<file path="src/design/cpu_pkg.sv">
package cpu_pkg;

   localparam int XLEN       = 32;
   localparam int MEM_ADDR_W = 8;
   localparam int MEM_DEPTH  = 256;
   localparam int REG_ADDR_W = 5;

   // Any code not listed here decodes to OP_NOP
   typedef enum logic [3:0] {
      OP_NOP   = 4'h0,
      OP_LOADI = 4'h1,
      OP_LOAD  = 4'h2,
      OP_STORE = 4'h3,
      OP_ALU   = 4'h4,
      OP_JNZ   = 4'h5,
      OP_HALT  = 4'h6
   } opcode_e;

   typedef enum logic [2:0] {
      ALU_ADD, ALU_SUB, ALU_AND, ALU_OR,
      ALU_XOR, ALU_SHL, ALU_SHR, ALU_SLT
   } alu_op_e;

   typedef enum logic [2:0] {
      ST_IDLE, ST_FETCH, ST_DECODE, ST_EXEC, ST_MEM, ST_WB, ST_HALT
   } stage_e;

   typedef struct packed {
      opcode_e               opcode;
      alu_op_e               alu_op;
      logic [REG_ADDR_W-1:0] rd;
      logic [REG_ADDR_W-1:0] ra;
      logic [REG_ADDR_W-1:0] rb;
      logic [XLEN-1:0]       imm;
   } decoded_t;

   // One enable per stage action
   typedef struct packed {
      logic ir_load;
      logic operand_load;
      logic alu_load;
      logic mem_access;
      logic wb_en;
      logic retire;
   } stage_ctrl_t;

endpackage
</file>
<file path="src/design/alu.sv">
`timescale 1ns/1ps

module alu (
   input  logic                     clk,
   input  logic                     rst,
   input  logic                     load,
   input  cpu_pkg::alu_op_e         op,
   input  logic [cpu_pkg::XLEN-1:0] in_a,
   input  logic [cpu_pkg::XLEN-1:0] in_b,
   output logic [cpu_pkg::XLEN-1:0] result
);
   import cpu_pkg::*;

   logic [XLEN-1:0] next_result;
   logic [4:0]      shamt;

   assign shamt = in_b[4:0];

   always_comb begin
      case (op)
         ALU_ADD: next_result = in_a + in_b;
         ALU_SUB: next_result = in_a - in_b;
         ALU_AND: next_result = in_a & in_b;
         ALU_OR:  next_result = in_a | in_b;
         ALU_XOR: next_result = in_a ^ in_b;
         ALU_SHL: next_result = in_a << shamt;
         ALU_SHR: next_result = in_a >> shamt;
         // Signed compare giving 0 or 1
         ALU_SLT: next_result = {{(XLEN-1){1'b0}}, $signed(in_a) < $signed(in_b)};
         default: next_result = '0;
      endcase
   end

   // Execute stage result register
   always_ff @(posedge clk or negedge rst) begin
      if (!rst)
         result <= '0;
      else if (load)
         result <= next_result;
   end

endmodule

</file>
<file path="config.mk">
export PLATFORM = sky130hd
export DESIGN_NAME = alu
export DESIGN_NICKNAME = d
export VERILOG_FILES = /design/src/design/cpu_pkg.sv /design/src/design/alu.sv
export SDC_FILE = /design/constraint.sdc
export NUM_CORES = 1
export LEC_CHECK = 0
export BUFFER_PORTS_ARGS = -buffer_cell sky130_fd_sc_hd__buf_2
export CORE_MARGIN = 4
export CORE_UTILIZATION = 42
export DETAILED_ROUTE_END_ITERATION = 7
export PLACE_DENSITY = 0.66
export SLEW_MARGIN = 10
export SYNTH_ARGS = -nofsm -noshare
export SYNTH_HDL_FRONTEND = slang
export SYNTH_SLANG_ARGS = --single-unit
</file>
<file path="constraint.sdc">
create_clock -name clk -period 1.9 [get_ports clk]
set_input_delay 0 -clock clk [delete_from_list [all_inputs] [get_ports clk]]
set_output_delay 0 -clock clk [all_outputs]
set_load 0.005 [all_outputs]
</file>
==> run metrics <==
outcome finished, violations left; failing checks setup timing; final net count 2047; capturing point of the worst reg2reg path result[23]$_DFFE_PN0P_; Detailed Route WL around 56 mm; CTS tree done; CP endpoint kind flip-flop; Fin. Hold Viols 0; DR vias 13900; mapped cell area 9210 µm²; slew margin rel. 0.407; reg2reg start result[23]$_DFFE_PN0P_; drt pass-1 iters 6; cell mode on critical path buf_6; Cell Rows 53; max reg flops 32; clock sink count 32; Die Span X between 150 and 200 µm; worst reg-to-reg path cell count 3; H-tree levels 2; overall power 7.00 mW; Iteration-0 DRC Markers 1689; Die Ht 156 µm; Reg with most FFs result; vias in the first global route 13100; kind of critical path input pin to flip-flop; Syn. warnings 0; layout cell share with drive strength beyond 1 0.492; number of distinct library cells after synthesis 89; Critical Path RT about 2.1 ns; Final Util 0.747; Cell Chain, Critical Path buf_6 > inv_2 > ha_4 > buf_6 > o21ai_2 > o21ai_1 > o211ai_1 > a311o_1 > or4_4 > a31oi_4 > a21oi_4 > buf_6 > or4_1 > a31oi_1; Slew Limit Fails 0; filler instances approximately 1600; Initial Utilization 0.433; post-synthesis register bit count 32; core box area 21300 µm²; Slew @ Worst Pin ~0.89 ns; Hold WS ~0.2 ns; final number of setup-violating endpoints 32; Ports 102; GRT Util Overall 0.408; Top FF cell, synth dfrtp_1; Clock Pin Slew Worst Setup and Hold Paths 0.06 ns; unrepaired setup endpoints after global routing true; initial antenna violation count 0; worst setup margin -0.940 ns; Synth-to-Final Area Change 72.6%; Placer Congestion 1.07; Top Registers result: 32 flops; Lkg Pwr 7.37 nW; sequential share of the synthesized area 0.0870; worst endpoint data arrival time 3.05 ns; Final HPWL DP 39.8 mm; post-DR wirelength/cell 25.8 µm; CP max FO 5; die area 24400 µm²; number of port buffers 101; Post-Synthesis Cells 1308; Avg Cell Area, Syn slightly above 7 µm²; Max-cap violations 0; number of flops mapped to enable cells by yosys 0; GR Overflow Total 0; Final ANT Viol Nets 0; clk_lat worst skew 0.29 ns; CP max-delay cell or4_4; PD cells 440 nW/µm²; async set or reset register ratio after synthesis 1.00; CTS Buf Count 5; Net Count, Synth 1477; pin count of the biggest net entering global routing slightly below 70; Worst VDD drop 0.384 mV; Crit path largest cell delay 0.54 ns; R2R Setup Slk 0.82 ns; worst min-delay path category input pin to async pin; ANT cells 0; Startpoint Class input pin; Achievable Freq 352 MHz; DR vias/cell 6.47; Final min period 2.84 ns; Clock Tree Buf Depth 2; final period utilization 1.49; Clock Skew 0 ns; Root Driver clkbuf_16; DRC Markers 0; first-pass GRT wire length 76.9 mm
logic make-up after synthesis:
group,share of synthesized area
compound gates,0.331
xor+xnor,0.0190
fa+ha+maj,0.137
buf+inv,0.0902
flops,0.0870
mux,0.128
simple gates,0.208
how the worst max path moves through the flow:
stage / slack, ns / startpoint / endpoint
final: -0.94 / in_b[7] / result[27]$_DFFE_PN0P_
after global routing: -1.01 / in_b[9] / result[27]$_DFFE_PN0P_
after CTS: -0.79 / in_a[0] / result[28]$_DFFE_PN0P_
after detailed placement: -1.35 / in_a[0] / result[28]$_DFFE_PN0P_
after global placement: -1.28 / in_a[4] / result[31]$_DFFE_PN0P_
after floorplan: -1.22 / in_b[2] / result[26]$_DFFE_PN0P_
cell usage after synthesis (4+ instances only):
| library cell | count | area [µm²] |
|---|---|---|
| mux2_2 | 5 | 56.3 |
| o21a_1 | 8 | 60.1 |
| o22ai_1 | 15 | 93.8 |
| a211oi_1 | 27 | 203 |
| nor2b_1 | 6 | 37.5 |
| o2111ai_1 | 9 | 78.8 |
| o21bai_1 | 16 | 120 |
| or2_2 | 4 | 25.0 |
| nand4_1 | 7 | 43.8 |
| nand2b_1 | 10 | 62.6 |
| a21oi_1 | 102 | 510 |
| a22oi_1 | 16 | 120 |
| nor2_1 | 151 | 567 |
| inv_1 | 95 | 357 |
| o21ai_0 | 90 | 450 |
| nand2_1 | 136 | 510 |
| buf_4 | 7 | 52.6 |
| and2_1 | 7 | 43.8 |
| o221ai_1 | 5 | 43.8 |
| a221oi_1 | 24 | 210 |
| and3_1 | 5 | 31.3 |
| buf_2 | 13 | 65.1 |
| nor4_1 | 10 | 62.6 |
| buf_6 | 5 | 56.3 |
| xor2_1 | 4 | 35.0 |
| o31ai_1 | 11 | 82.6 |
| a21boi_0 | 6 | 45.0 |
| buf_1 | 6 | 22.5 |
| a31oi_1 | 27 | 169 |
| xnor2_1 | 16 | 140 |
| ha_1 | 97 | 1210 |
| a21o_1 | 14 | 105 |
| o211ai_1 | 25 | 188 |
| or3_1 | 11 | 68.8 |
| mux2i_1 | 47 | 470 |
| clkbuf_1 | 59 | 221 |
| nor3_1 | 34 | 170 |
| a211o_1 | 8 | 70.1 |
| dfrtp_1 | 32 | 801 |
| nand3_1 | 35 | 175 |
| mux4_2 | 29 | 653 |
per-layer routing:
metal,vias to the layer above,track usage,part of all wire
met5,-,0,0
met2,1076,0.661,0.45
met1,6553,0.500,0.36
li1,5989,-,-
met3,329,0.0705,0.10
met4,0,0.260,0.089
placed cells by master, fill, tap and decap left out, drive strengths merged, types with 8 or more instances in the layout:
cell type  instances
a21o              14
a31oi             28
buf              651
a21oi            102
o31ai             11
o2111ai            9
dfrtp             32
nand2b            10
a221oi            25
a211o              8
o21a               8
o22ai             15
nor3              34
ha                97
nor2             151
nand2            136
xnor2             16
inv               96
clkbuf            12
o21bai            16
o211ai            25
a211oi            27
or3               11
mux4              29
nor4              10
nand3             36
mux2i             47
o21ai             92
a22oi             16
worst max-delay path: cells and delay by family:
kind | cells | cell delay (ns)
AOI/OAI and AO/OA | 7 | 1.36
adders and majority gates | 1 | 0.28
buffers and inverters | 4 | 0.36
and+or+nand+nor | 2 | 1.05
repair_timing:
action	4_1_cts	5_1_grt
hold endpoints to repair	32	0
cloned	1	5
setup endpoints to repair	32	32
resized for setup	179	168
buffers inserted	36	44
hold buffers	1	0
pin swaps	61	70
final cells by class:
type                            count  area [µm²]  area share
Clock inverter                      1        30.0     0.00189
Multi-Input combinational cell   1084        8950       0.563
Tap cell                          275         344      0.0216
Clock buffer                        7         153     0.00960
Timing Repair Buffer              657        5220       0.328
Sequential cell                    32         801      0.0504
Inverter                           98         407      0.0256
per-stage QoR:
step	setup TNS (ns)	setup slack, ns	instance area, µm²	instances
after floorplan	-20.23	-1.22	9570	1308
after global placement	-28.36	-1.28	13400	2062
after detailed placement	-29.61	-1.35	13400	2062
after CTS	-13.76	-0.790	14800	2107
after global routing	-18.90	-1.01	15900	2154
final	-16.03	-0.940	15900	2154
power by group:
part           switching [mW]  total, mW  internal, mW  leakage (nW)
registers              0.0819      0.871         0.789         0.378
logic                    2.67       5.04          2.37          6.90
clock network           0.397       1.09         0.694        0.0901
(Power assumes the default switching activity.)
