$ cat src/design/cpu_pkg.sv
package cpu_pkg;

   localparam int XLEN       = 32;
   localparam int MEM_ADDR_W = 8;
   localparam int MEM_DEPTH  = 256;
   localparam int REG_ADDR_W = 5;

   // Any code not listed here decodes to OP_NOP
   typedef enum logic [3:0] {
      OP_NOP   = 4'h0,
      OP_LOADI = 4'h1,
      OP_LOAD  = 4'h2,
      OP_STORE = 4'h3,
      OP_ALU   = 4'h4,
      OP_JNZ   = 4'h5,
      OP_HALT  = 4'h6
   } opcode_e;

   typedef enum logic [2:0] {
      ALU_ADD, ALU_SUB, ALU_AND, ALU_OR,
      ALU_XOR, ALU_SHL, ALU_SHR, ALU_SLT
   } alu_op_e;

   typedef enum logic [2:0] {
      ST_IDLE, ST_FETCH, ST_DECODE, ST_EXEC, ST_MEM, ST_WB, ST_HALT
   } stage_e;

   typedef struct packed {
      opcode_e               opcode;
      alu_op_e               alu_op;
      logic [REG_ADDR_W-1:0] rd;
      logic [REG_ADDR_W-1:0] ra;
      logic [REG_ADDR_W-1:0] rb;
      logic [XLEN-1:0]       imm;
   } decoded_t;

   // One enable per stage action
   typedef struct packed {
      logic ir_load;
      logic operand_load;
      logic alu_load;
      logic mem_access;
      logic wb_en;
      logic retire;
   } stage_ctrl_t;

endpackage
$ cat src/design/register_file.sv
`timescale 1ns/1ps

module register_file (
   input  logic                             clk,
   input  logic                             rst,
   input  logic                             we,
   input  logic [cpu_pkg::REG_ADDR_W-1:0]   waddr,
   input  logic [cpu_pkg::XLEN-1:0]         wdata,
   input  logic [cpu_pkg::REG_ADDR_W-1:0]   raddr_a,
   input  logic [cpu_pkg::REG_ADDR_W-1:0]   raddr_b,
   output logic [cpu_pkg::XLEN-1:0]         rdata_a,
   output logic [cpu_pkg::XLEN-1:0]         rdata_b
);
   import cpu_pkg::*;

   logic [XLEN-1:0] regs [2**REG_ADDR_W];

   always_ff @(posedge clk or negedge rst) begin
      if (!rst) begin
         for (int i = 0; i < 2**REG_ADDR_W; i++)
            regs[i] <= '0;
      end else if (we && waddr != '0) begin
         regs[waddr] <= wdata;
      end
   end

   // Register 0 is never written and reads as zero
   assign rdata_a = regs[raddr_a];
   assign rdata_b = regs[raddr_b];

endmodule

$ cat config.mk
export PLATFORM = sky130hd
export DESIGN_NAME = register_file
export DESIGN_NICKNAME = d
export VERILOG_FILES = /design/src/design/cpu_pkg.sv /design/src/design/register_file.sv
export SDC_FILE = /design/constraint.sdc
export NUM_CORES = 2
export LEC_CHECK = 0
export BUFFER_PORTS_ARGS = -buffer_cell sky130_fd_sc_hd__buf_4
export CAP_MARGIN = 15
export CELL_PAD_IN_SITES_DETAIL_PLACEMENT = 0
export CELL_PAD_IN_SITES_GLOBAL_PLACEMENT = 1
export CORE_MARGIN = 4
export CORE_UTILIZATION = 45
export DETAILED_ROUTE_END_ITERATION = 10
export GPL_TIMING_DRIVEN = 0
export PLACE_DENSITY = 0.67
export SYNTH_ARGS = -nofsm -noshare
export SYNTH_HDL_FRONTEND = slang
export SYNTH_SLANG_ARGS = --single-unit
$ cat constraint.sdc
create_clock -name clk -period 1.6 [get_ports clk]
set_input_delay 0.16 -clock clk [delete_from_list [all_inputs] [get_ports clk]]
set_output_delay 0.16 -clock clk [all_outputs]
set_load 0.01 [all_outputs]
==> flow_metrics.env <==
export IMPL_power_density_nw_per_um2=1230
export IMPL_largest_reg_flops=1024
export IMPL_drive_gt1_share_pct=35.5
export IMPL_final_hold_violation_count=255
export IMPL_insertion_delay_ns=0.75
export IMPL_yosys_area_top_type="dfrtp_1"
export IMPL_path_clk_slew_ns=0.06
export IMPL_yosysWarnings=0
export IMPL_setup_viol=64
export IMPL_cts_root_buf="clkbuf_16"
export IMPL_cts_hold_buffers=32
export IMPL_fin_crit_sh_pct=155
export IMPL_regToRegSetupSlack_ns=0.70
export IMPL_syn_to_final_growth_pct=17.0
export IMPL_worstSetupEndpointType="output pin"
export IMPL_nNetsFinal=4926
export IMPL_grt_overflow_total=0
export IMPL_reg2reg_to="regs[776]$_DFFE_PN0P_"
export IMPL_internal_power_mw=56.2
export IMPL_fin_util_pct=52.9
export IMPL_ant_nets=0
export IMPL_status="finished, violations left"
export IMPL_htreeDepth=3
export IMPL_ys_top_cells_by_area="dfrtp_1 (46%), mux2_2 (19%), mux2i_1 (18%), a22oi_1 (2.6%), a22o_1 (2.0%)"
export IMPL_cts_buffers=119
export IMPL_synth_edf_count=0
export IMPL_cts_tree="built"
export IMPL_n_fill_cell=11000
export IMPL_die_height_um=361
export IMPL_io_pin_count=114
export IMPL_dr_pass1_iters=5
export IMPL_drt_vias_per_instance=6.19
export IMPL_failed_checks="hold timing, setup timing"
export IMPL_syn_area_um2=55900
export IMPL_synth_cell_type_count=28
export IMPL_power_leakage_nw=30.8
export IMPL_worstMarginPinSlew_ns=1.04
export IMPL_arrival_ns=2.31
export IMPL_grt_pass1_vias=41300
export IMPL_pwr_share_comb_pct=20.9
export IMPL_synthFlopType="dfrtp_1"
export IMPL_slew_violations=0
export IMPL_clock_skew_ns=0
export IMPL_cp_endpoint="rdata_b[27]"
export IMPL_path_max_fanout=10
export IMPL_p_sw_share_pct=30.2
export IMPL_num_rows=129
export IMPL_r2r_cells=2
export IMPL_critical_path_class="input pin to output pin"
export IMPL_drc=0
export IMPL_required_ns=1.44
export IMPL_coreArea_um2=124000
export IMPL_syn_inst=4601
export IMPL_max_flop_register="regs"
export IMPL_ys_ff_latch=1024
export IMPL_vias=41000
export IMPL_maxCapViolations=0
export IMPL_critPathMaxStageDelay_ns=0.76
export IMPL_cts_sinks=1024
export IMPL_synth_commonest_cells="dfrtp_1 (1,024), mux2i_1 (1,024), mux2_2 (953), clkbuf_1 (224), nand2_1 (210)"
export IMPL_antenna_found_initial=5
export IMPL_ir_drop_mv=0.992
export IMPL_fmax_mhz=405
export IMPL_hold_path_class="input pin to asynchronous set/reset pin"
export IMPL_worst_setup_path_start_kind="input pin"
export IMPL_slew_headroom_pct=30.6
export IMPL_min_period_ns=2.47
export IMPL_layout_top_registers="regs: 1024 flops"
export IMPL_synth_top_area_share_pct=45.8
export IMPL_p_sw_mw=24.3
export IMPL_syn_nets=4651
export IMPL_cp_slowest_cell="clkbuf_1"
export IMPL_place_congestion=0.984
export IMPL_synth_avg_cell_area_um2=12.2
export IMPL_io_buffers=111
export IMPL_ys_seq_area_share_pct=45.8
export IMPL_hpwl_um=161000
export IMPL_clkPwrFrac_pct=36.1
export IMPL_die_w_um=361
export IMPL_p_seq_share_pct=43.0
export IMPL_crit_chain="buf_4, nand2b_1, clkbuf_1, a21oi_1, nand3_1, nand3_2, buf_6"
export IMPL_setup_tns_ns=-46.67
export IMPL_post_drt_wl_per_cell_um=33.3
export IMPL_clock_path_buffers=3
export IMPL_track_usage_pct=33.0
export IMPL_initial_core_util_pct=45.2
export IMPL_r2r_start="regs[776]$_DFFE_PN0P_"
export IMPL_rsz0062_at_grt="true"
export IMPL_fin_ws_ns=-0.872
export IMPL_worstSetupStartpoint="raddr_b[4]"
export IMPL_finalWirelength_um=220000
export IMPL_drt_iter0_markers=3588
export IMPL_async_reset_ff_share_pct=100
export IMPL_holdWs_ns=-0.633
export IMPL_dieArea_um2=130000
export IMPL_grt_start_max_net_pins=173
export IMPL_grt_pass1_wl_um=306000
-- power by group through the flow --
stage	registers (mW)	logic (mW)	clock network (mW)
after CTS	34.4	16.6	29.4
after global placement	34.7	15.4	0
after detailed placement	34.9	15.7	0
final	34.6	16.8	29.0
after global routing	35.2	18.0	30.4
after floorplan	33.8	10.9	0
-- area by class of cell --
cell class	count	area (um^2)	share of cell area [%]
multi-input cells	3104	29000	44.3
flip-flops and latches	1024	25600	39.1
clock buffers	167	3500	5.35
plain buffers	471	3020	4.62
well taps	1637	2050	3.13
repair buffers	156	1620	2.48
clock inverters	56	664	1.01
diodes	4	10.0	0.0153
-- cell usage in the layout, fill, tap and decap left out, drive strengths merged --
| cell type | n |
|---|---|
| a21oi | 192 |
| a22o | 128 |
| a22oi | 192 |
| a31oi | 64 |
| and2 | 2 |
| and3 | 1 |
| and3b | 1 |
| buf | 369 |
| bufinv | 12 |
| clkbuf | 393 |
| clkinv | 33 |
| clkinvlp | 8 |
| dfrtp | 1024 |
| diode | 4 |
| dlygate4sd3 | 32 |
| inv | 3 |
| mux2 | 992 |
| mux2i | 1024 |
| nand2 | 210 |
| nand2b | 4 |
| nand3 | 194 |
| nand3b | 4 |
| nor2 | 19 |
| nor2b | 4 |
| nor3 | 65 |
| nor3b | 4 |
| or2 | 3 |
| or3b | 1 |
-- through the flow --
| stage | instance area, um^2 | instances | power, mW | hold WS (ns) | setup WS [ns] |
|---|---|---|---|---|---|
| 3_3_place_gp | 58800 | 6349 | 50.0 | 0.450 | -12.44 |
| 2_1_floorplan | 55900 | 4601 | 44.7 | -0.136 | 0.0363 |
| 5_1_grt | 65500 | 6615 | 83.6 | -0.613 | -0.902 |
| 6_report | 65500 | 6619 | 80.4 | -0.633 | -0.872 |
| 3_5_place_dp | 59000 | 6356 | 50.6 | 0.142 | -1.94 |
| 4_1_cts | 65200 | 6613 | 80.4 | -0.652 | -0.823 |
-- kinds of logic (layout without fill, tap and decap cells) --
group / count (synthesis) / count (layout) / synth area share (%)
mux: 2016 / 2016 / 38.3
flops: 1024 / 1024 / 45.8
compound gates: 576 / 576 / 7.01
simple gates: 512 / 512 / 4.39
buf+inv: 473 / 850 / 4.50
other cells: 0 / 4 / 0
-- metal layers --
| layer | part of all wire (%) | routed length (um) | global-route usage (%) |
|---|---|---|---|
| met1 | 43 | 93700 | 44.5 |
| met2 | 44 | 96500 | 49.9 |
| met3 | 7.1 | 15500 | 6.91 |
| met4 | 6.6 | 14500 | 18.1 |
| met5 | 0.011 | 24 | 0 |
-- worst max-delay path: cells and delay by family --
kind / cells / cell delay, ns
AO/OA/AOI/OAI: 1 / 0.09
buffers and inverters: 3 / 1.08
AND/OR/NAND/NOR: 3 / 0.96
-- how the worst min path moves through the flow --
stage	endpoint	cells past startpoint
floorplan	regs[0]$_DFFE_PN0P_	0
global placement	regs[19]$_DFFE_PN0P_	2
detailed placement	regs[208]$_DFFE_PN0P_	1
CTS	regs[208]$_DFFE_PN0P_	1
global route	regs[208]$_DFFE_PN0P_	1
finish	regs[208]$_DFFE_PN0P_	1
-- repair_timing --
item                                    CTS  global route
gates cloned                              0             1
gates resized for setup                 440            74
pin swaps                               139            61
setup buffers                             3             2
hold endpoints to repair                240            92
endpoints found under the setup margin   64           129
(Power assumes the default switching activity.)
