$ cat src/design/cpu_pkg.sv
package cpu_pkg;

   localparam int XLEN       = 32;
   localparam int MEM_ADDR_W = 8;
   localparam int MEM_DEPTH  = 256;
   localparam int REG_ADDR_W = 5;

   // Any code not listed here decodes to OP_NOP
   typedef enum logic [3:0] {
      OP_NOP   = 4'h0,
      OP_LOADI = 4'h1,
      OP_LOAD  = 4'h2,
      OP_STORE = 4'h3,
      OP_ALU   = 4'h4,
      OP_JNZ   = 4'h5,
      OP_HALT  = 4'h6
   } opcode_e;

   typedef enum logic [2:0] {
      ALU_ADD, ALU_SUB, ALU_AND, ALU_OR,
      ALU_XOR, ALU_SHL, ALU_SHR, ALU_SLT
   } alu_op_e;

   typedef enum logic [2:0] {
      ST_IDLE, ST_FETCH, ST_DECODE, ST_EXEC, ST_MEM, ST_WB, ST_HALT
   } stage_e;

   typedef struct packed {
      opcode_e               opcode;
      alu_op_e               alu_op;
      logic [REG_ADDR_W-1:0] rd;
      logic [REG_ADDR_W-1:0] ra;
      logic [REG_ADDR_W-1:0] rb;
      logic [XLEN-1:0]       imm;
   } decoded_t;

   // One enable per stage action
   typedef struct packed {
      logic ir_load;
      logic operand_load;
      logic alu_load;
      logic mem_access;
      logic wb_en;
      logic retire;
   } stage_ctrl_t;

endpackage
$ cat src/design/instr_decoder.sv
`timescale 1ns/1ps

module instr_decoder (
   input  logic [cpu_pkg::XLEN-1:0] instr,
   output cpu_pkg::decoded_t        dec
);
   import cpu_pkg::*;

   opcode_e raw_op;

   assign raw_op = opcode_e'(instr[31:28]);

   always_comb begin
      dec.alu_op = alu_op_e'(instr[12:10]);
      dec.rd     = instr[27:23];
      dec.ra     = instr[22:18];
      dec.rb     = instr[17:13];
      // Immediate shares bits with rb and the ALU field
      dec.imm    = {{(XLEN-16){instr[15]}}, instr[15:0]};

      case (raw_op)
         OP_LOADI, OP_LOAD, OP_STORE, OP_ALU, OP_JNZ, OP_HALT: begin
            dec.opcode = raw_op;
         end
         default: begin
            // Unknown codes become a no-op aimed at register 0
            dec.opcode = OP_NOP;
            dec.rd     = '0;
         end
      endcase
   end

endmodule

$ cat config.mk
export PLATFORM = sky130hd
export DESIGN_NAME = instr_decoder
export DESIGN_NICKNAME = d
export VERILOG_FILES = /design/src/design/cpu_pkg.sv /design/src/design/instr_decoder.sv
export SDC_FILE = /design/constraint.sdc
export NUM_CORES = 1
export LEC_CHECK = 0
export BUFFER_PORTS_ARGS = -buffer_cell sky130_fd_sc_hd__buf_2
export CAP_MARGIN = 10
export CORE_MARGIN = 1.5
export CORE_UTILIZATION = 29
export DETAILED_ROUTE_END_ITERATION = 10
export PLACE_DENSITY = 0.9
export SLEW_MARGIN = 20
export SYNTH_ARGS = -nofsm -noshare
export SYNTH_HDL_FRONTEND = slang
export SYNTH_SLANG_ARGS = --single-unit
$ cat constraint.sdc
create_clock -name vclk -period 2.1
set_clock_uncertainty 0.1 [all_clocks]
set_input_delay 0.315 -clock vclk [all_inputs]
set_output_delay 0.315 -clock vclk [all_outputs]
set_load 0.01 [all_outputs]
==> results of run 1 <==
==> metrics by stage <==
| step | instance area (µm²) | hold slack [ns] |
|---|---|---|
| 2_1_floorplan | 447 | 0.613 |
| 3_3_place_gp | 201 | 0.530 |
| 3_5_place_dp | 201 | 0.530 |
| 4_1_cts | 201 | 0.530 |
| 5_1_grt | 201 | 0.530 |
| 6_report | 201 | 0.530 |
==> area by class of cell <==
| cell class | instances | area [µm²] |
|---|---|---|
| Fill cell | 164 | 1160 |
| Multi-Input combinational cell | 11 | 86.3 |
| Inverter | 3 | 11.3 |
| Tap cell | 15 | 18.8 |
| Timing Repair Buffer | 17 | 85.1 |
==> kinds of logic (layout without fill, tap and decap cells) <==
logic type / after synthesis / count (layout) / share of synthesized area, %
buffers and inverters: 50 / 20 / 80.7
AO/OA/AOI/OAI: 3 / 3 / 5.04
AND/OR/NAND/NOR: 7 / 7 / 13.4
other: 1 / 1 / 0.840
==> per-layer routing <==
layer  global-route usage, %  wire length, µm  vias to the layer above
li1                        -                -                       90
met1                    4.05              112                       77
met2                    8.92              274                       44
met3                    2.59              128                        9
met4                    3.75               36                        0
met5                       0                0                        -
==> worst min-delay path by stage <==
stage	endpoint	cells after the start	slack, ns	startpoint
after floorplan	dec[50]	1	0.61	instr[29]
after global placement	dec[39]	0	0.53	instr[20]
after detailed placement	dec[39]	0	0.53	instr[20]
after CTS	dec[39]	0	0.53	instr[20]
after global routing	dec[6]	0	0.53	instr[6]
final	dec[38]	0	0.53	instr[19]
==> Yosys cell counts, drive strengths merged <==
master  count
conb        1
nor3        1
a211oi      3
and3        1
nor4b       5
buf        46
clkbuf      1
inv         3
==> power by group through the flow <==
stage                     logic [mW]  clock network (mW)  registers (mW)
after floorplan                0.108                   0               0
final                         0.0365                   0               0
after detailed placement      0.0369                   0               0
after CTS                     0.0369                   0               0
after global placement        0.0357                   0               0
after global routing          0.0406                   0               0
==> cells in the final DEF (no fill, tap or decap) <==
cell,n
nor3_1,1
conb_1,1
buf_2,17
and3_4,1
nor4b_1,5
inv_1,3
a211oi_1,3
==> results.py, run 1 <==
metrics = {
    "status": {
        "status": "finished, final reports clean",
    },
    "cells_and_area": {
        "clockBufferCount": 0,
        "drive_gt1_share_pct": 58.1,
        "seq_cells": 0,
        "utilization_pct": 14.7,
        "area_growth_pct": -54.9,
        "seqCellArea_um2": 0,
        "num_antenna_cells": 0,
        "fin_nets": 65,
        "fin_cells": 46,
    },
    "placement": {
        "place_ws_ns": 0.510,
        "routabilityCongestion": 0.502,
        "dpl.cell_count": 46,
        "port_buffers": 17,
        "place_hpwl_um": 491,
    },
    "floorplanning": {
        "num_rows": 13,
        "core_area_um2": 1370,
        "io_pins": 86,
        "dieArea_um2": 1780,
        "start_util_pct": 32.7,
        "die_width_um": 42.2,
        "die_h_um": 42.2,
    },
    "sta": {
        "worst_pin_slew_ns": 0.505,
        "fin_crit_ns": 1.57,
        "hold_viol_final": 0,
        "finalCritPeriodShare_pct": 74.8,
        "tns_ns": 0,
        "grt_setup_unrepaired": "false",
        "max_slew_margin_pct": 66.1,
        "fmax_ghz": 0.637,
        "setup_viol": 0,
        "setup_ws_ns": 0.529,
        "maxSlewViolCount": 0,
    },
    "global_route": {
        "grt_max_degree": 19,
        "grt_antenna_before_repair": 0,
        "grtUsageTotal_pct": 4.99,
        "grt_overflow_total": 0,
        "grt_pass1_wl_um": 765,
        "grt_pass1_vias": 167,
    },
    "cts": {
        "hold_buffers": 0,
        "postCtsSetupBuffers": 0,
        "cts_resized": 0,
    },
    "detailed_routing": {
        "route.detailed.wl_per_inst_um": 12.0,
        "first_pass_iters": 1,
        "antenna_left": 0,
        "drc": 0,
        "viasPerCell": 4.78,
        "vias": 220,
        "drt_wl_total_um": 553,
        "drtIter0Drc": 0,
    },
    "critical_path": {
        "cp-end-kind": "output pin",
        "crit_required_ns": 1.68,
        "path_delay_family": "simple AND/OR/NAND/NOR gates",
        "cp_cell_sequence": "buf_2, nor3_1, nor4b_1, buf_2",
        "cpMaxStageDelayCell": "nor3_1",
        "worst-path-stages": 4,
        "start_kind": "input port",
        "worst-path-buf-inv": 2,
        "worstSetupStartpoint": "instr[28]",
        "worst-setup-path-type": "input port to output pin",
        "arrival_ns": 1.16,
        "max_stage_delay_ns": 0.45,
        "endpoint": "dec[46]",
        "cpMostUsedCell": "buf_2",
        "cp_max_fo": 5,
    },
    "power": {
        "power_leakage_nw": 0.109,
        "switching_share_pct": 51.5,
        "p_clk_share_pct": 0,
        "vdd_ir_drop_max_v": 0.0000200,
        "internal_power_mw": 0.0177,
        "p_seq_share_pct": 0,
        "power.switching_mw": 0.0188,
        "p_comb_share_pct": 100.0,
        "power.density_nw_per_um2": 181,
        "power_mw": 0.0365,
    },
    "synthesis": {
        "yosys.area.top_type_share_pct": 77.3,
        "syn_nets": 93,
        "synthCells": 61,
        "synth_top_area_cell": "buf_4",
        "synth_area_leaders": "buf_4, nor4b_1, a211oi_1, and3_4, inv_1",
        "synth_cell_type_count": 8,
        "yosys_warnings": 0,
        "syn_area_um2": 447,
        "syn_area_per_cell_um2": 7.32,
        "seq_area_frac_synth_pct": 0,
    },
    "job": {
        "maxCapViolations": 0,
    },
    "worst_hold_path": {
        "min_path_type": "input port to output pin",
    },
}
No activity file was read; power rests on OpenSTA's default activity.
==> inputs of run 2 (changes only) <==
--- a/config.mk
+++ b/config.mk
@@ -5,12 +5,13 @@
 export SDC_FILE = /design/constraint.sdc
 export NUM_CORES = 1
 export LEC_CHECK = 0
+export ABC_AREA = 1
 export BUFFER_PORTS_ARGS = -buffer_cell sky130_fd_sc_hd__buf_2
 export CAP_MARGIN = 10
 export CORE_MARGIN = 1.5
-export CORE_UTILIZATION = 29
+export CORE_UTILIZATION = 24
 export DETAILED_ROUTE_END_ITERATION = 10
-export PLACE_DENSITY = 0.9
+export PLACE_DENSITY = 0.8
 export SLEW_MARGIN = 20
 export SYNTH_ARGS = -nofsm -noshare
 export SYNTH_HDL_FRONTEND = slang
==> constraint.sdc (replaced) <==
create_clock -name vclk -period 1.3
set_clock_uncertainty 0.1 [all_clocks]
set_input_delay 0.195 -clock vclk [all_inputs]
set_output_delay 0.195 -clock vclk [all_outputs]
set_load 0.01 [all_outputs]
==> results.py, run 2 <==
metrics = {
    "status": {
        "status": "finished, final reports clean",
    },
    "synthesis": {
        "synth_top_area_cell": "buf_4",
        "synth.most_common_cell": "buf_4",
        "synth_area_leaders": "buf_4, inv_1, nor2_1, nand3_4, nand2_2",
        "synth_common_cells": "buf_4, inv_1, nor2_1",
        "syn_area_per_cell_um2": 6.55,
        "yosys_warnings": 0,
        "seq_area_frac_synth_pct": 0,
        "synthCells": 68,
        "synth_cell_type_count": 7,
        "syn_nets": 100,
        "syn_area_um2": 445,
        "yosys.area.top_type_share_pct": 77.5,
    },
    "floorplanning": {
        "start_util_pct": 25.8,
        "io_pins": 86,
        "die_h_um": 46.1,
        "die_width_um": 46.1,
        "num_rows": 15,
        "dieArea_um2": 2120,
        "core_area_um2": 1730,
    },
    "cells_and_area": {
        "multi_input_area_um2": 66.3,
        "drive_gt1_share_pct": 48.7,
        "area_growth_pct": -51.4,
        "most-common-layout-cells": "buf_2, inv_1, nor2_1",
        "nFillCells": 212,
        "fin_nets": 73,
        "layout_commonest_cell": "buf_2",
        "seq_cells": 0,
        "seqCellArea_um2": 0,
        "clockBufferCount": 0,
        "num_antenna_cells": 0,
    },
    "critical_path": {
        "cpMaxStageDelayCell": "buf_2",
        "worst-setup-path-type": "input port to output pin",
        "path_delay_family": "simple AND/OR/NAND/NOR gates",
        "start_kind": "input port",
        "worst-path-buf-inv": 2,
        "cp_max_fo": 8,
        "crit_required_ns": 1.00,
        "cp-end-kind": "output pin",
        "cpMostUsedCell": "buf_2",
        "cp_cell_sequence": "buf_2, nand3_1, nand3_4, nor2_1, buf_2",
        "arrival_ns": 0.79,
        "max_stage_delay_ns": 0.14,
    },
    "cts": {
        "cts_resized": 0,
        "postCtsSetupBuffers": 0,
        "hold_buffers": 0,
    },
    "sta": {
        "setup_viol": 0,
        "grt_setup_unrepaired": "false",
        "maxSlewViolCount": 0,
        "finalCritPeriodShare_pct": 83.8,
        "hold_viol_final": 0,
        "fmax_ghz": 0.918,
        "fin_crit_ns": 1.09,
        "tns_ns": 0,
        "timing.hold.ws_ns": 0.290,
    },
    "global_route": {
        "grt_max_degree": 19,
        "use_met3_pct": 1.96,
        "grtUsageMet2_pct": 6.67,
        "use_met1_pct": 1.86,
        "grt_pass1_vias": 152,
        "grt_overflow_total": 0,
        "grt_pass1_wl_um": 538,
        "grt.busiest_layer": "met2",
        "grtUsageTotal_pct": 3.19,
        "grt_antenna_before_repair": 0,
    },
    "worst_hold_path": {
        "min_path_type": "input port to output pin",
    },
    "placement": {
        "place_hpwl_um": 409,
        "routabilityCongestion": 0.569,
        "port_buffers": 17,
    },
    "detailed_routing": {
        "first_pass_iters": 2,
        "drc": 0,
        "viasPerCell": 3.13,
        "route.detailed.wl_per_inst_um": 7.59,
        "drt_wl_total_um": 486,
        "antenna_left": 0,
        "vias": 200,
        "drtIter0Drc": 3,
    },
    "power": {
        "power_leakage_nw": 0.154,
        "vdd_ir_drop_max_v": 0.0000480,
        "power.density_nw_per_um2": 279,
        "power_mw": 0.0604,
    },
    "job": {
        "maxCapViolations": 0,
    },
}
-- run 2: cell count changes after synthesis, sizes merged --
cell / previous run / this run
nor3: 1 / 0
nor4b: 5 / 0
nand3: 0 / 2
nor2: 0 / 9
nand2: 0 / 1
inv: 3 / 9
and3: 1 / 0
clkbuf: 1 / 0
a211oi: 3 / 0
-- run 2: layout make-up --
cell class                      instances  share of cell area, %
Timing Repair Buffer                   17                   39.3
Tap cell                               25                   14.5
Multi-Input combinational cell         13                   30.6
Inverter                                9                   15.6
-- run 2: per-layer routing --
| metal | vias up | share of wire (%) |
|---|---|---|
| met1 | 74 | 29 |
| met3 | 3 | 23 |
| met4 | 0 | 1.2 |
| met2 | 32 | 47 |
| met5 | - | 0 |
| li1 | 91 | - |
-- run 2: stage by stage --
| stage | cells | util (%) | cell area [µm²] | worst slack, ns |
|---|---|---|---|---|
| 3_5_place_dp | 64 | 12.5 | 216 | 0.209 |
| 6_report | 64 | 12.5 | 216 | 0.210 |
| 3_3_place_gp | 64 | 12.5 | 216 | 0.222 |
| 5_1_grt | 64 | 12.5 | 216 | 0.168 |
| 2_1_floorplan | 68 | - | 445 | 0.413 |
| 4_1_cts | 64 | 12.5 | 216 | 0.205 |
-- run 2: logic make-up after synthesis --
kind of cell | synth area share [%]
other | 0.842
buffers and inverters | 85.1
and+or+nand+nor | 14.0
-- run 2: where the power goes --
part / leakage [nW] / internal [mW] / switching (mW)
combinational: 0.154 / 0.0272 / 0.0332
sequential: 0 / 0 / 0
clock: 0 / 0 / 0
total: 0.154 / 0.0272 / 0.0332
-- run 2: worst paths after layout --
path / startpoint / end / slack (ns) / cells past startpoint
min: instr[19] / dec[38] / 0.29 / 0
max: instr[29] / dec[52] / 0.21 / 5
