## config.mk

```make
export PLATFORM = sky130hd
export DESIGN_NAME = retire_counter
export DESIGN_NICKNAME = d
export VERILOG_FILES = /design/src/design/cpu_pkg.sv /design/src/design/retire_counter.sv
export SDC_FILE = /design/constraint.sdc
export NUM_CORES = 1
export LEC_CHECK = 0
export ABC_CLOCK_PERIOD_IN_PS = 2300
export BUFFER_PORTS_ARGS = -buffer_cell sky130_fd_sc_hd__buf_2
export CORE_MARGIN = 4
export CORE_UTILIZATION = 43
export CTS_BUF_LIST = sky130_fd_sc_hd__clkbuf_16
export CTS_CLUSTER_SIZE = 8
export DETAILED_ROUTE_END_ITERATION = 10
export PLACE_DENSITY = 0.64
export SETUP_SLACK_MARGIN = 0.15
export SYNTH_ARGS = -nofsm -noshare
export SYNTH_HDL_FRONTEND = slang
export SYNTH_SLANG_ARGS = --single-unit
```

## constraint.sdc

```tcl
create_clock -name clk -period 2.3 [get_ports clk]
set_input_delay 0.23 -clock clk [delete_from_list [all_inputs] [get_ports clk]]
set_output_delay 0.23 -clock clk [all_outputs]
set_load 0.01 [all_outputs]
```

## src/design/cpu_pkg.sv

```systemverilog
package cpu_pkg;

   localparam int XLEN       = 32;
   localparam int MEM_ADDR_W = 8;
   localparam int MEM_DEPTH  = 256;
   localparam int REG_ADDR_W = 5;

   // Any code not listed here decodes to OP_NOP
   typedef enum logic [3:0] {
      OP_NOP   = 4'h0,
      OP_LOADI = 4'h1,
      OP_LOAD  = 4'h2,
      OP_STORE = 4'h3,
      OP_ALU   = 4'h4,
      OP_JNZ   = 4'h5,
      OP_HALT  = 4'h6
   } opcode_e;

   typedef enum logic [2:0] {
      ALU_ADD, ALU_SUB, ALU_AND, ALU_OR,
      ALU_XOR, ALU_SHL, ALU_SHR, ALU_SLT
   } alu_op_e;

   typedef enum logic [2:0] {
      ST_IDLE, ST_FETCH, ST_DECODE, ST_EXEC, ST_MEM, ST_WB, ST_HALT
   } stage_e;

   typedef struct packed {
      opcode_e               opcode;
      alu_op_e               alu_op;
      logic [REG_ADDR_W-1:0] rd;
      logic [REG_ADDR_W-1:0] ra;
      logic [REG_ADDR_W-1:0] rb;
      logic [XLEN-1:0]       imm;
   } decoded_t;

   // One enable per stage action
   typedef struct packed {
      logic ir_load;
      logic operand_load;
      logic alu_load;
      logic mem_access;
      logic wb_en;
      logic retire;
   } stage_ctrl_t;

endpackage
```

## src/design/retire_counter.sv

```systemverilog
`timescale 1ns/1ps

module retire_counter (
   input  logic        clk,
   input  logic        rst,
   input  logic        clear,
   input  logic        retire,
   output logic [15:0] count
);
   import cpu_pkg::*;

   always_ff @(posedge clk or negedge rst) begin
      if (!rst) begin
         count <= '0;
      end else if (clear) begin
         count <= '0;
      end else if (retire && count != 16'hffff) begin
         // Saturate rather than wrap
         count <= count + 1'b1;
      end
   end

endmodule

```

==> results.md, run 1 <==
GRT:
- Summed over all layers, the global routing overflow is 0.
- The total global routing track utilization is about 18%.
- The number of global-route vias before repair is 791.
- The first-pass GRT wire length is around 3800 um.
- Entering global routing, the biggest net connects 23 pins.
- The initial antenna violation count was 0.

Floorplan:
- The floorplan step set the die width to between 50 and 60 um.
- The die covers 3000 sq um.
- The die outline height is ~55 um.
- The total area inside the core boundary comes to 2020 sq um.
- The number of core rows is 16.
- Pin placement for this block handled 20 I/O pins.
- The initial utilization of the core area, before any placement, comes to between 40% and 50%.

Clock tree:
- The maximum clock insertion buffer count is 2.
- The tree is rooted in a clkbuf_16.
- In this run, post-CTS repair resized a total of 0 instances.
- Clock tree synthesis inserted a total of 3 buffers.
- After clock tree synthesis, the clock-pin slew on the worst setup and hold paths is roughly 0.050 ns.
- TritonCTS built the clock tree.
- In this run the number of H-tree levels came out at 1.
- Clock tree synthesis found a total of 16 sinks.
- The clock reaches the later pin of the worst-skew pair after 0.25 ns.

Route:
- For this block, the routed nets add up to around 2200 um of wire.
- The count of unresolved DRC violations after routing is 0.
- Once detail routing completed, the nets flagged for antenna violations numbered 0.
- The violation count after the first detailed-routing iteration is 10.
- The count of vias placed by the detailed router is between 800 and 900.
- After detailed routing, the average wire length per cell comes to between 10 and 15 um.
- The ratio of routed vias to standard cells is 5.77.
- The number of iterations in the first detailed-routing pass is 4.

Worst setup path:
- Together, buffers and inverters on the worst path number 2.
- The type of the worst setup path is reg2reg.
- In this design, the stage delay of the slowest critical-path cell is between 0.5 and 0.6 ns.
- The signal on the critical path passes through ha_1 > nand4_2 > nor4_4 > buf_4 > buf_4 > or4_2 > a21oi_1.
- The endpoint type of the worst setup path is a flop.
- The cell with the biggest individual delay on the critical path is or4_2.
- The endpoint arrival time on the critical path is around 2.2 ns.
- Data on the critical path is required at its endpoint by 2.47 ns.
- The maximum fanout along the worst path is 9.
- The critical path's most frequent cell is buf_4.
- The family of cells with the greatest summed delay on the critical path is simple AND/OR/NAND/NOR gates.
- The element type at the critical path start is a flop.

Yosys:
- Counting flops with a built-in enable in the synthesized netlist gives 0.
- The cell type with the highest aggregate area in the netlist is dfrtp_1.
- The share of synthesized area in the top cell type comes to approximately 42%.
- The synthesized netlist cell count is slightly below 100.
- When the netlist entered floorplanning its net count stood at between 100 and 150.
- Of all flip-flops after synthesis, the portion carrying an async set or reset was between 90% and 100%.
- A synthesized cell averages a little under 10 sq um.
- The number of distinct library cell variants in the gate-level netlist after synthesis is 28.
- In this run, synthesis produced a sequential element count of 16.
- The predominant post-synthesis flop cell is dfrtp_1.
- The cell area after synthesis is 942 sq um.
- During synthesis, Yosys emitted a total of 0 warnings.
- By area the synthesized netlist is led by dfrtp_1, a21oi_1, o31ai_1.
- The portion of the post-synthesis area used by sequential elements is between 40 and 50%.

Power and ir drop:
- Across the VDD grid, the largest voltage drop is 0.544 mV.
- The analysis attributes to cell leakage a power of around 0.54 nW.
- Total power for the finished layout comes to about 0.66 mW.
- For this design the ratio of total power to cell area is 566 nW/um^2.

Layout:
- In the final design database the tool counted around 130 nets.
- The post-route cell area is between 1000 and 1500 sq um.
- Cells with a size suffix above 1 make up 28.9% of the layout.
- The repair_antennas step left the layout with diodes totalling 0.
- In the final layout, the registers with the most flip-flops are count x16.
- The register with the most flip-flops in the layout has 16 of them.
- The layout filler cell count is ~190.
- For this run, the number of standard cells in the final layout without fillers is ~150.
- The top register by number of flip-flops is count.
- The area added between synthesis and finish is 23.5%.

Placed design:
- The post-placement setup slack is roughly 0.27 ns.
- The routability congestion estimate is 0.755.
- The placed wire-length estimate after detailed placement is 1470 um.
- Counting tap cells, the placed design contains a total of 140 instances.
- Buffers placed on the I/O ports in this run total 19.
- The total cell area at the placement stage is about 1100 sq um.

STA:
- The worst-case clock skew is 0.00490 ns.
- In this run the tightest slew margin relative to its limit is around 63%.
- Setup slack on the critical path of the routed design comes to roughly 0.29 ns.
- The slew of the pin with the lowest slew margin is 0.550 ns.
- The highest clock frequency the design can meet is just under 500 MHz.
- The final worst-path cycle share is 87.6%.
- Setup repair after global routing left no endpoint under its margin.
- The smallest clock period supported by the final layout is computed as between 2 and 2.5 ns.
- The number of hold violations in the final report is 0.
- The total negative slack is 0 ns.
- The max-slew violation count is 0.
- The final count of negative-setup-slack endpoints is 0.

Run status:
- The flow ran to the end, and the final reports show no timing, DRC or antenna violations.

Hold path:
- The worst hold path belongs to the class in2reg.

Flow run:
- The tool flagged a number of max-cap violations equal to 0.
where the power goes:
| part | switching, mW | internal [mW] |
|---|---|---|
| clock network | 0.108 | 0.231 |
| logic | 0.0225 | 0.00921 |
| registers | 0.00354 | 0.285 |
path summary, 6_finish.rpt:
kind | startpoint | to | slack [ns] | depth (start not counted)
hold reg to reg | count[14] | count[14] | 0.60 | 2
setup reg to reg | count[0] | count[3] | 0.29 | 7
min in group asynchronous | rst | count[13] | 0.43 | 2
hold / removal | retire | count[1] | 0.29 | 3
max in group asynchronous | rst | count[3] | 1.61 | 2
setup / recovery | count[0] | count[3] | 0.29 | 7
metrics by stage:
step           hold slack [ns]  util (%)
6_report                 0.291      57.5
5_1_grt                  0.328      57.5
4_1_cts                  0.289      56.4
3_5_place_dp             0.166      52.0
3_3_place_gp             0.165      52.0
2_1_floorplan          -0.0656         -
tightest hold or removal path: stages:
cell and delay, ns:
buf_2 0.12, nand3b_1 0.08, a21oi_1 0.06
placed cells by master (no fill, tap or decap), drive strengths merged:
cell type    synthesis  final
or3                  3      3
nand4                7      7
o211ai               1      1
dfrtp               16     16
nor2b                4      4
inv                  3      3
dlygate4sd3          0      1
buf                  1     23
clkinv               0      1
clkbuf               4      3
ha                   1      1
mux2                 4      4
or4                  7      7
nand3                3      3
and4                 2      2
nor2                 4      4
and3                 2      2
nor4                 5      5
a21oi               11     11
nand2                6      6
nor3                 1      1
o31ai                7      7
nand3b               1      1
a211oi               1      1
o21ai                4      4
synth_stat cells, types with 4 or more instances:
library cell,number
dfrtp_1,16
o31ai_1,7
or4_1,5
nand2_1,6
nand4_1,6
a21oi_1,11
nor2b_1,4
mux2_1,4
nor4_1,4
clkbuf_1,4
nor2_1,4
cell families after synthesis:
logic type,synth area share (%)
AO/OA/AOI/OAI,16.2
adder cells (fa/ha/maj),1.33
buffers and inverters,3.98
flip-flops,42.5
multiplexers,4.78
AND/OR/NAND/NOR,31.2
layer usage:
metal	up-vias	track usage, %	routed length [um]
li1	431	-	-
met1	404	24.7	1090
met2	14	25.2	989
met3	5	5.99	93
met4	0	6.22	26
met5	-	0	0
layout make-up:
class / instances / area [sq um] / area share, %
clock buffer: 3 / 75.1 / 6.45
clock inverter: 1 / 3.75 / 0.323
inverter: 3 / 11.3 / 0.968
multi-input combinational: 74 / 504 / 43.3
sequential: 16 / 400 / 34.4
tap: 27 / 33.8 / 2.90
timing repair buffer: 24 / 135 / 11.6
repair_timing:
item,in CTS,in global routing
hold endpoints to repair,16,0
hold buffers,1,0
setup buffers,0,3
endpoints found under the setup margin,0,7
(Power assumes the default switching activity.)
==> run 2, diff against run 1 <==
- MAX_ROUTING_LAYER: not set -> met4
- TNS_END_PERCENT: not set -> 30
==> run 2 against run 1 <==
Effect of this change: flip-flop and latch count unchanged; total power about the same; critical path type unchanged; critical path depth unchanged; core utilization unchanged; fmax decreased by 0.18%; clock-buffer cell count unchanged; die area unchanged; clock power about the same; via count increased by 0.94%; worst setup slack got worse by 0.0037 ns.
==> results.md, run 2 (synthesis gave the netlist of run 1 again) <==
Run status:
- Status: completed (unchanged).

Clock tree:
- The clock-pin slew on the worst setup and hold paths was 0.05 ns (about the same).
- The maximum clock insertion buffer count is 2 (unchanged).
- The root cell of the clock tree is clkbuf_16 (unchanged).
- The total number of H-tree levels is 1 (unchanged).
- The clock sink total came to 16 (unchanged).
- The post-cts resize count was 0 (unchanged).
- The worst-skew pair later-pin latency is 0.25 ns (about the same).
- The number of buffers created by CTS is 3 (unchanged).
- The clock tree from TritonCTS is yes (unchanged).

STA:
- The final hold slack came to 0.291 ns (about the same).
- The final count of negative-setup-slack endpoints is 0 (unchanged).
- The final worst-path cycle share was 87.8% (was 87.6%).
- The clock period minus final worst setup slack is 2.02 ns (was 2.01 ns).
- The total negative slack is 0 ns (unchanged).
- RSZ-0062 raised after global routing: false (unchanged).
- The highest clock frequency the design can meet was 495 MHz (was 496 MHz).
- The worst-case clock skew is 0.00481 ns (was 0.00490 ns).
- The slew of the pin with the lowest slew margin is 0.557 ns (was 0.550 ns).
- The number of hold violations in the final report is 0 (unchanged).
- The normalized max-slew margin is 62.8% (was 63.3%).
- The max-slew violation count came to 0 (unchanged).

Power and ir drop:
- The net switching power figure is 0.135 mW (was 0.134 mW).
- The overall power of the completed layout is 0.659 mW (about the same).
- The power per cell area is 567 nW/um^2 (was 566 nW/um^2).
- The static leakage was 0.536 nW (unchanged).
- The clock network fraction of design power is 51.5% (was 51.4%).
- The maximum VDD drop is 0.544 mV (about the same).
- The internal power summed over all cells is 0.524 mW (about the same).
- The combinational share of power was 4.8% (about the same).
- The switching part of the total was 20.5% (was 20.4%).
- The sequential fraction of design power is 43.7% (was 43.8%).

GRT:
- The first-pass GRT wire length came to 3820 um (was 3810 um).
- The number of global-route vias before repair came to 790 (was 791).
- The largest net degree at the start of global routing is 23 (unchanged).
- The overall overflow remaining after global route is 0 (unchanged).
- The total global routing track utilization is 18.2% (was 17.7%).
- The initial antenna violation count is 0 (unchanged).

Floorplan:
- The number of core rows came to 16 (unchanged).
- The I/O pin count is 20 (unchanged).
- The die area came to 3000 sq um (unchanged).
- The initial standard-cell utilization of the core is 46.6% (unchanged).
- The overall die width is 54.8 um (unchanged).
- The die outline height was 54.8 um (unchanged).
- The total core area is 2020 sq um (unchanged).

Worst setup path:
- The reg-to-reg critical path startpoint is count[0] (unchanged).
- The family of cells with the greatest summed delay on the critical path is simple AND/OR/NAND/NOR gates (unchanged).
- The type of the worst setup path was reg2reg (unchanged).
- The buffering stage count on the worst path with inverters included is 2 (unchanged).
- The critical path data required time came to 2.47 ns (about the same).
- The count of cell instances traversed by the critical path is 7 (unchanged).
- Crit-path cells: ha_1 > nand4_2 > nor4_4 > buf_4 > buf_4 > or4_2 > a21oi_1 (unchanged).
- The element type at the critical path start is a flop (unchanged).
- The cell with the biggest individual delay on the critical path was or4_2 (unchanged).
- The number of cells on the worst reg-to-reg path is 7 (unchanged).
- The biggest cell delay along the critical path is 0.60 ns (was 0.59 ns).
- The end of the worst register-to-register path is count[3] (unchanged).
- The worst setup path endpoint is count[3] (unchanged).
- The endpoint type of the worst setup path is a flop (unchanged).
- The register-to-register path setup slack is 0.28 ns (was 0.29 ns).
- The critical path's most frequent cell is buf_4 (unchanged).
- The critical path startpoint is count[0] (unchanged).
- The maximum fanout along the worst path is 9 (unchanged).
- The endpoint arrival time on the critical path is 2.19 ns (was 2.18 ns).

Route:
- The number of iterations in the first detailed-routing pass is 4 (unchanged).
- The ratio of routed vias to standard cells is 5.82 (was 5.77).
- The count of vias placed by the detailed router is 862 (was 854).
- The count of nets left with antenna violations after detail routing came to 0 (unchanged).
- The violation count after the first detailed-routing iteration is 10 (unchanged).
- The count of unresolved DRC violations after routing is 0 (unchanged).
- The final wirelength is 2210 um (was 2200 um).
- The wire length per cell is 15.0 um (was 14.9 um).

Layout:
- The area added between synthesis and finish is 23.5% (unchanged).
- Leading cell types in the layout, fill and taps excluded: buf_2, dfrtp_1, a21oi_1 (unchanged).
- The fraction of final layout cells with drive strength greater than 1 is 28.9% (unchanged).
- The most common library cell in the layout ignoring fill and taps is buf_2 (unchanged).
- The final layout net count is 127 (unchanged).
- Regs by FF count: count x16 (unchanged).
- The top register by number of flip-flops is count (unchanged).
- The flip-flop count of the largest register after layout came to 16 (unchanged).
- The antenna cell count is 0 (unchanged).

Hold path:
- The class of the most critical hold timing path is in2reg (unchanged).
- The hold path startpoint is retire (unchanged).

Placed design:
- The port buffer count came to 19 (unchanged).
- The routability congestion estimate was 0.765 (was 0.755).
- The placed wire-length estimate after detailed placement is 1470 um (unchanged).

Flow run:
- The number of maximum-capacitance constraint violations came to 0 (unchanged).
-- run 2: cell counts in the layout (fill, tap and decap cells not counted) --
Identical to the previous run, type by type.
-- run 2: how the worst min path moves through the flow --
stage          cells after the start  slack [ns]        end
5_1_grt                            3        0.33   count[1]
2_1_floorplan                      0       -0.07   count[0]
4_1_cts                            3        0.29   count[1]
3_3_place_gp                       1        0.17  count[10]
6_report                           3        0.29   count[1]
3_5_place_dp                       1        0.17   count[8]
-- run 2: power by group through the flow --
stage / registers, mW / clock network, mW / logic, mW
2_1_floorplan: 0.293 / 0 / 0.0159
3_3_place_gp: 0.292 / 0 / 0.0312
3_5_place_dp: 0.293 / 0 / 0.0313
4_1_cts: 0.288 / 0.347 / 0.0327
5_1_grt: 0.288 / 0.357 / 0.0382
6_report: 0.288 / 0.339 / 0.0319
-- run 2: layout make-up --
class                      count  area [sq um]
fill                         186           858
multi-input combinational     74           504
sequential                    16           400
timing repair buffer          24           135
clock buffer                   3          75.1
tap                           27          33.8
inverter                       3          11.3
clock inverter                 1          3.75
-- run 2: repair_timing --
item / 4_1_cts / 5_1_grt
hold buffers: 1 / 0
setup buffers: 0 / 3
hold endpoints to repair: 16 / 0
endpoints found under the setup margin: 0 / 7
-- run 2: layer usage --
layer  global-route usage [%]  part of all wire (%)  vias to the layer above
li1                         -                     -                      432
met1                     24.8                    49                      406
met2                     25.2                    45                       19
met3                     5.72                   4.8                        5
met4                     6.22                   1.3                        0
met5                        -                     0                        -
-- run 2: worst min-delay path: stages --
cell and delay [ns]:
buf_2 0.12, nand3b_1 0.08, a21oi_1 0.06
-- run 2: stage by stage --
stage | cell area [sq um] | util, % | instances | setup WS (ns)
after floorplan | 942 | - | 98 | 0.502
final | 1160 | 57.5 | 148 | 0.282
after CTS | 1140 | 56.4 | 145 | 0.269
after detailed placement | 1050 | 52.0 | 140 | 0.275
after global routing | 1160 | 57.5 | 148 | 0.168
after global placement | 1050 | 52.0 | 140 | 0.349
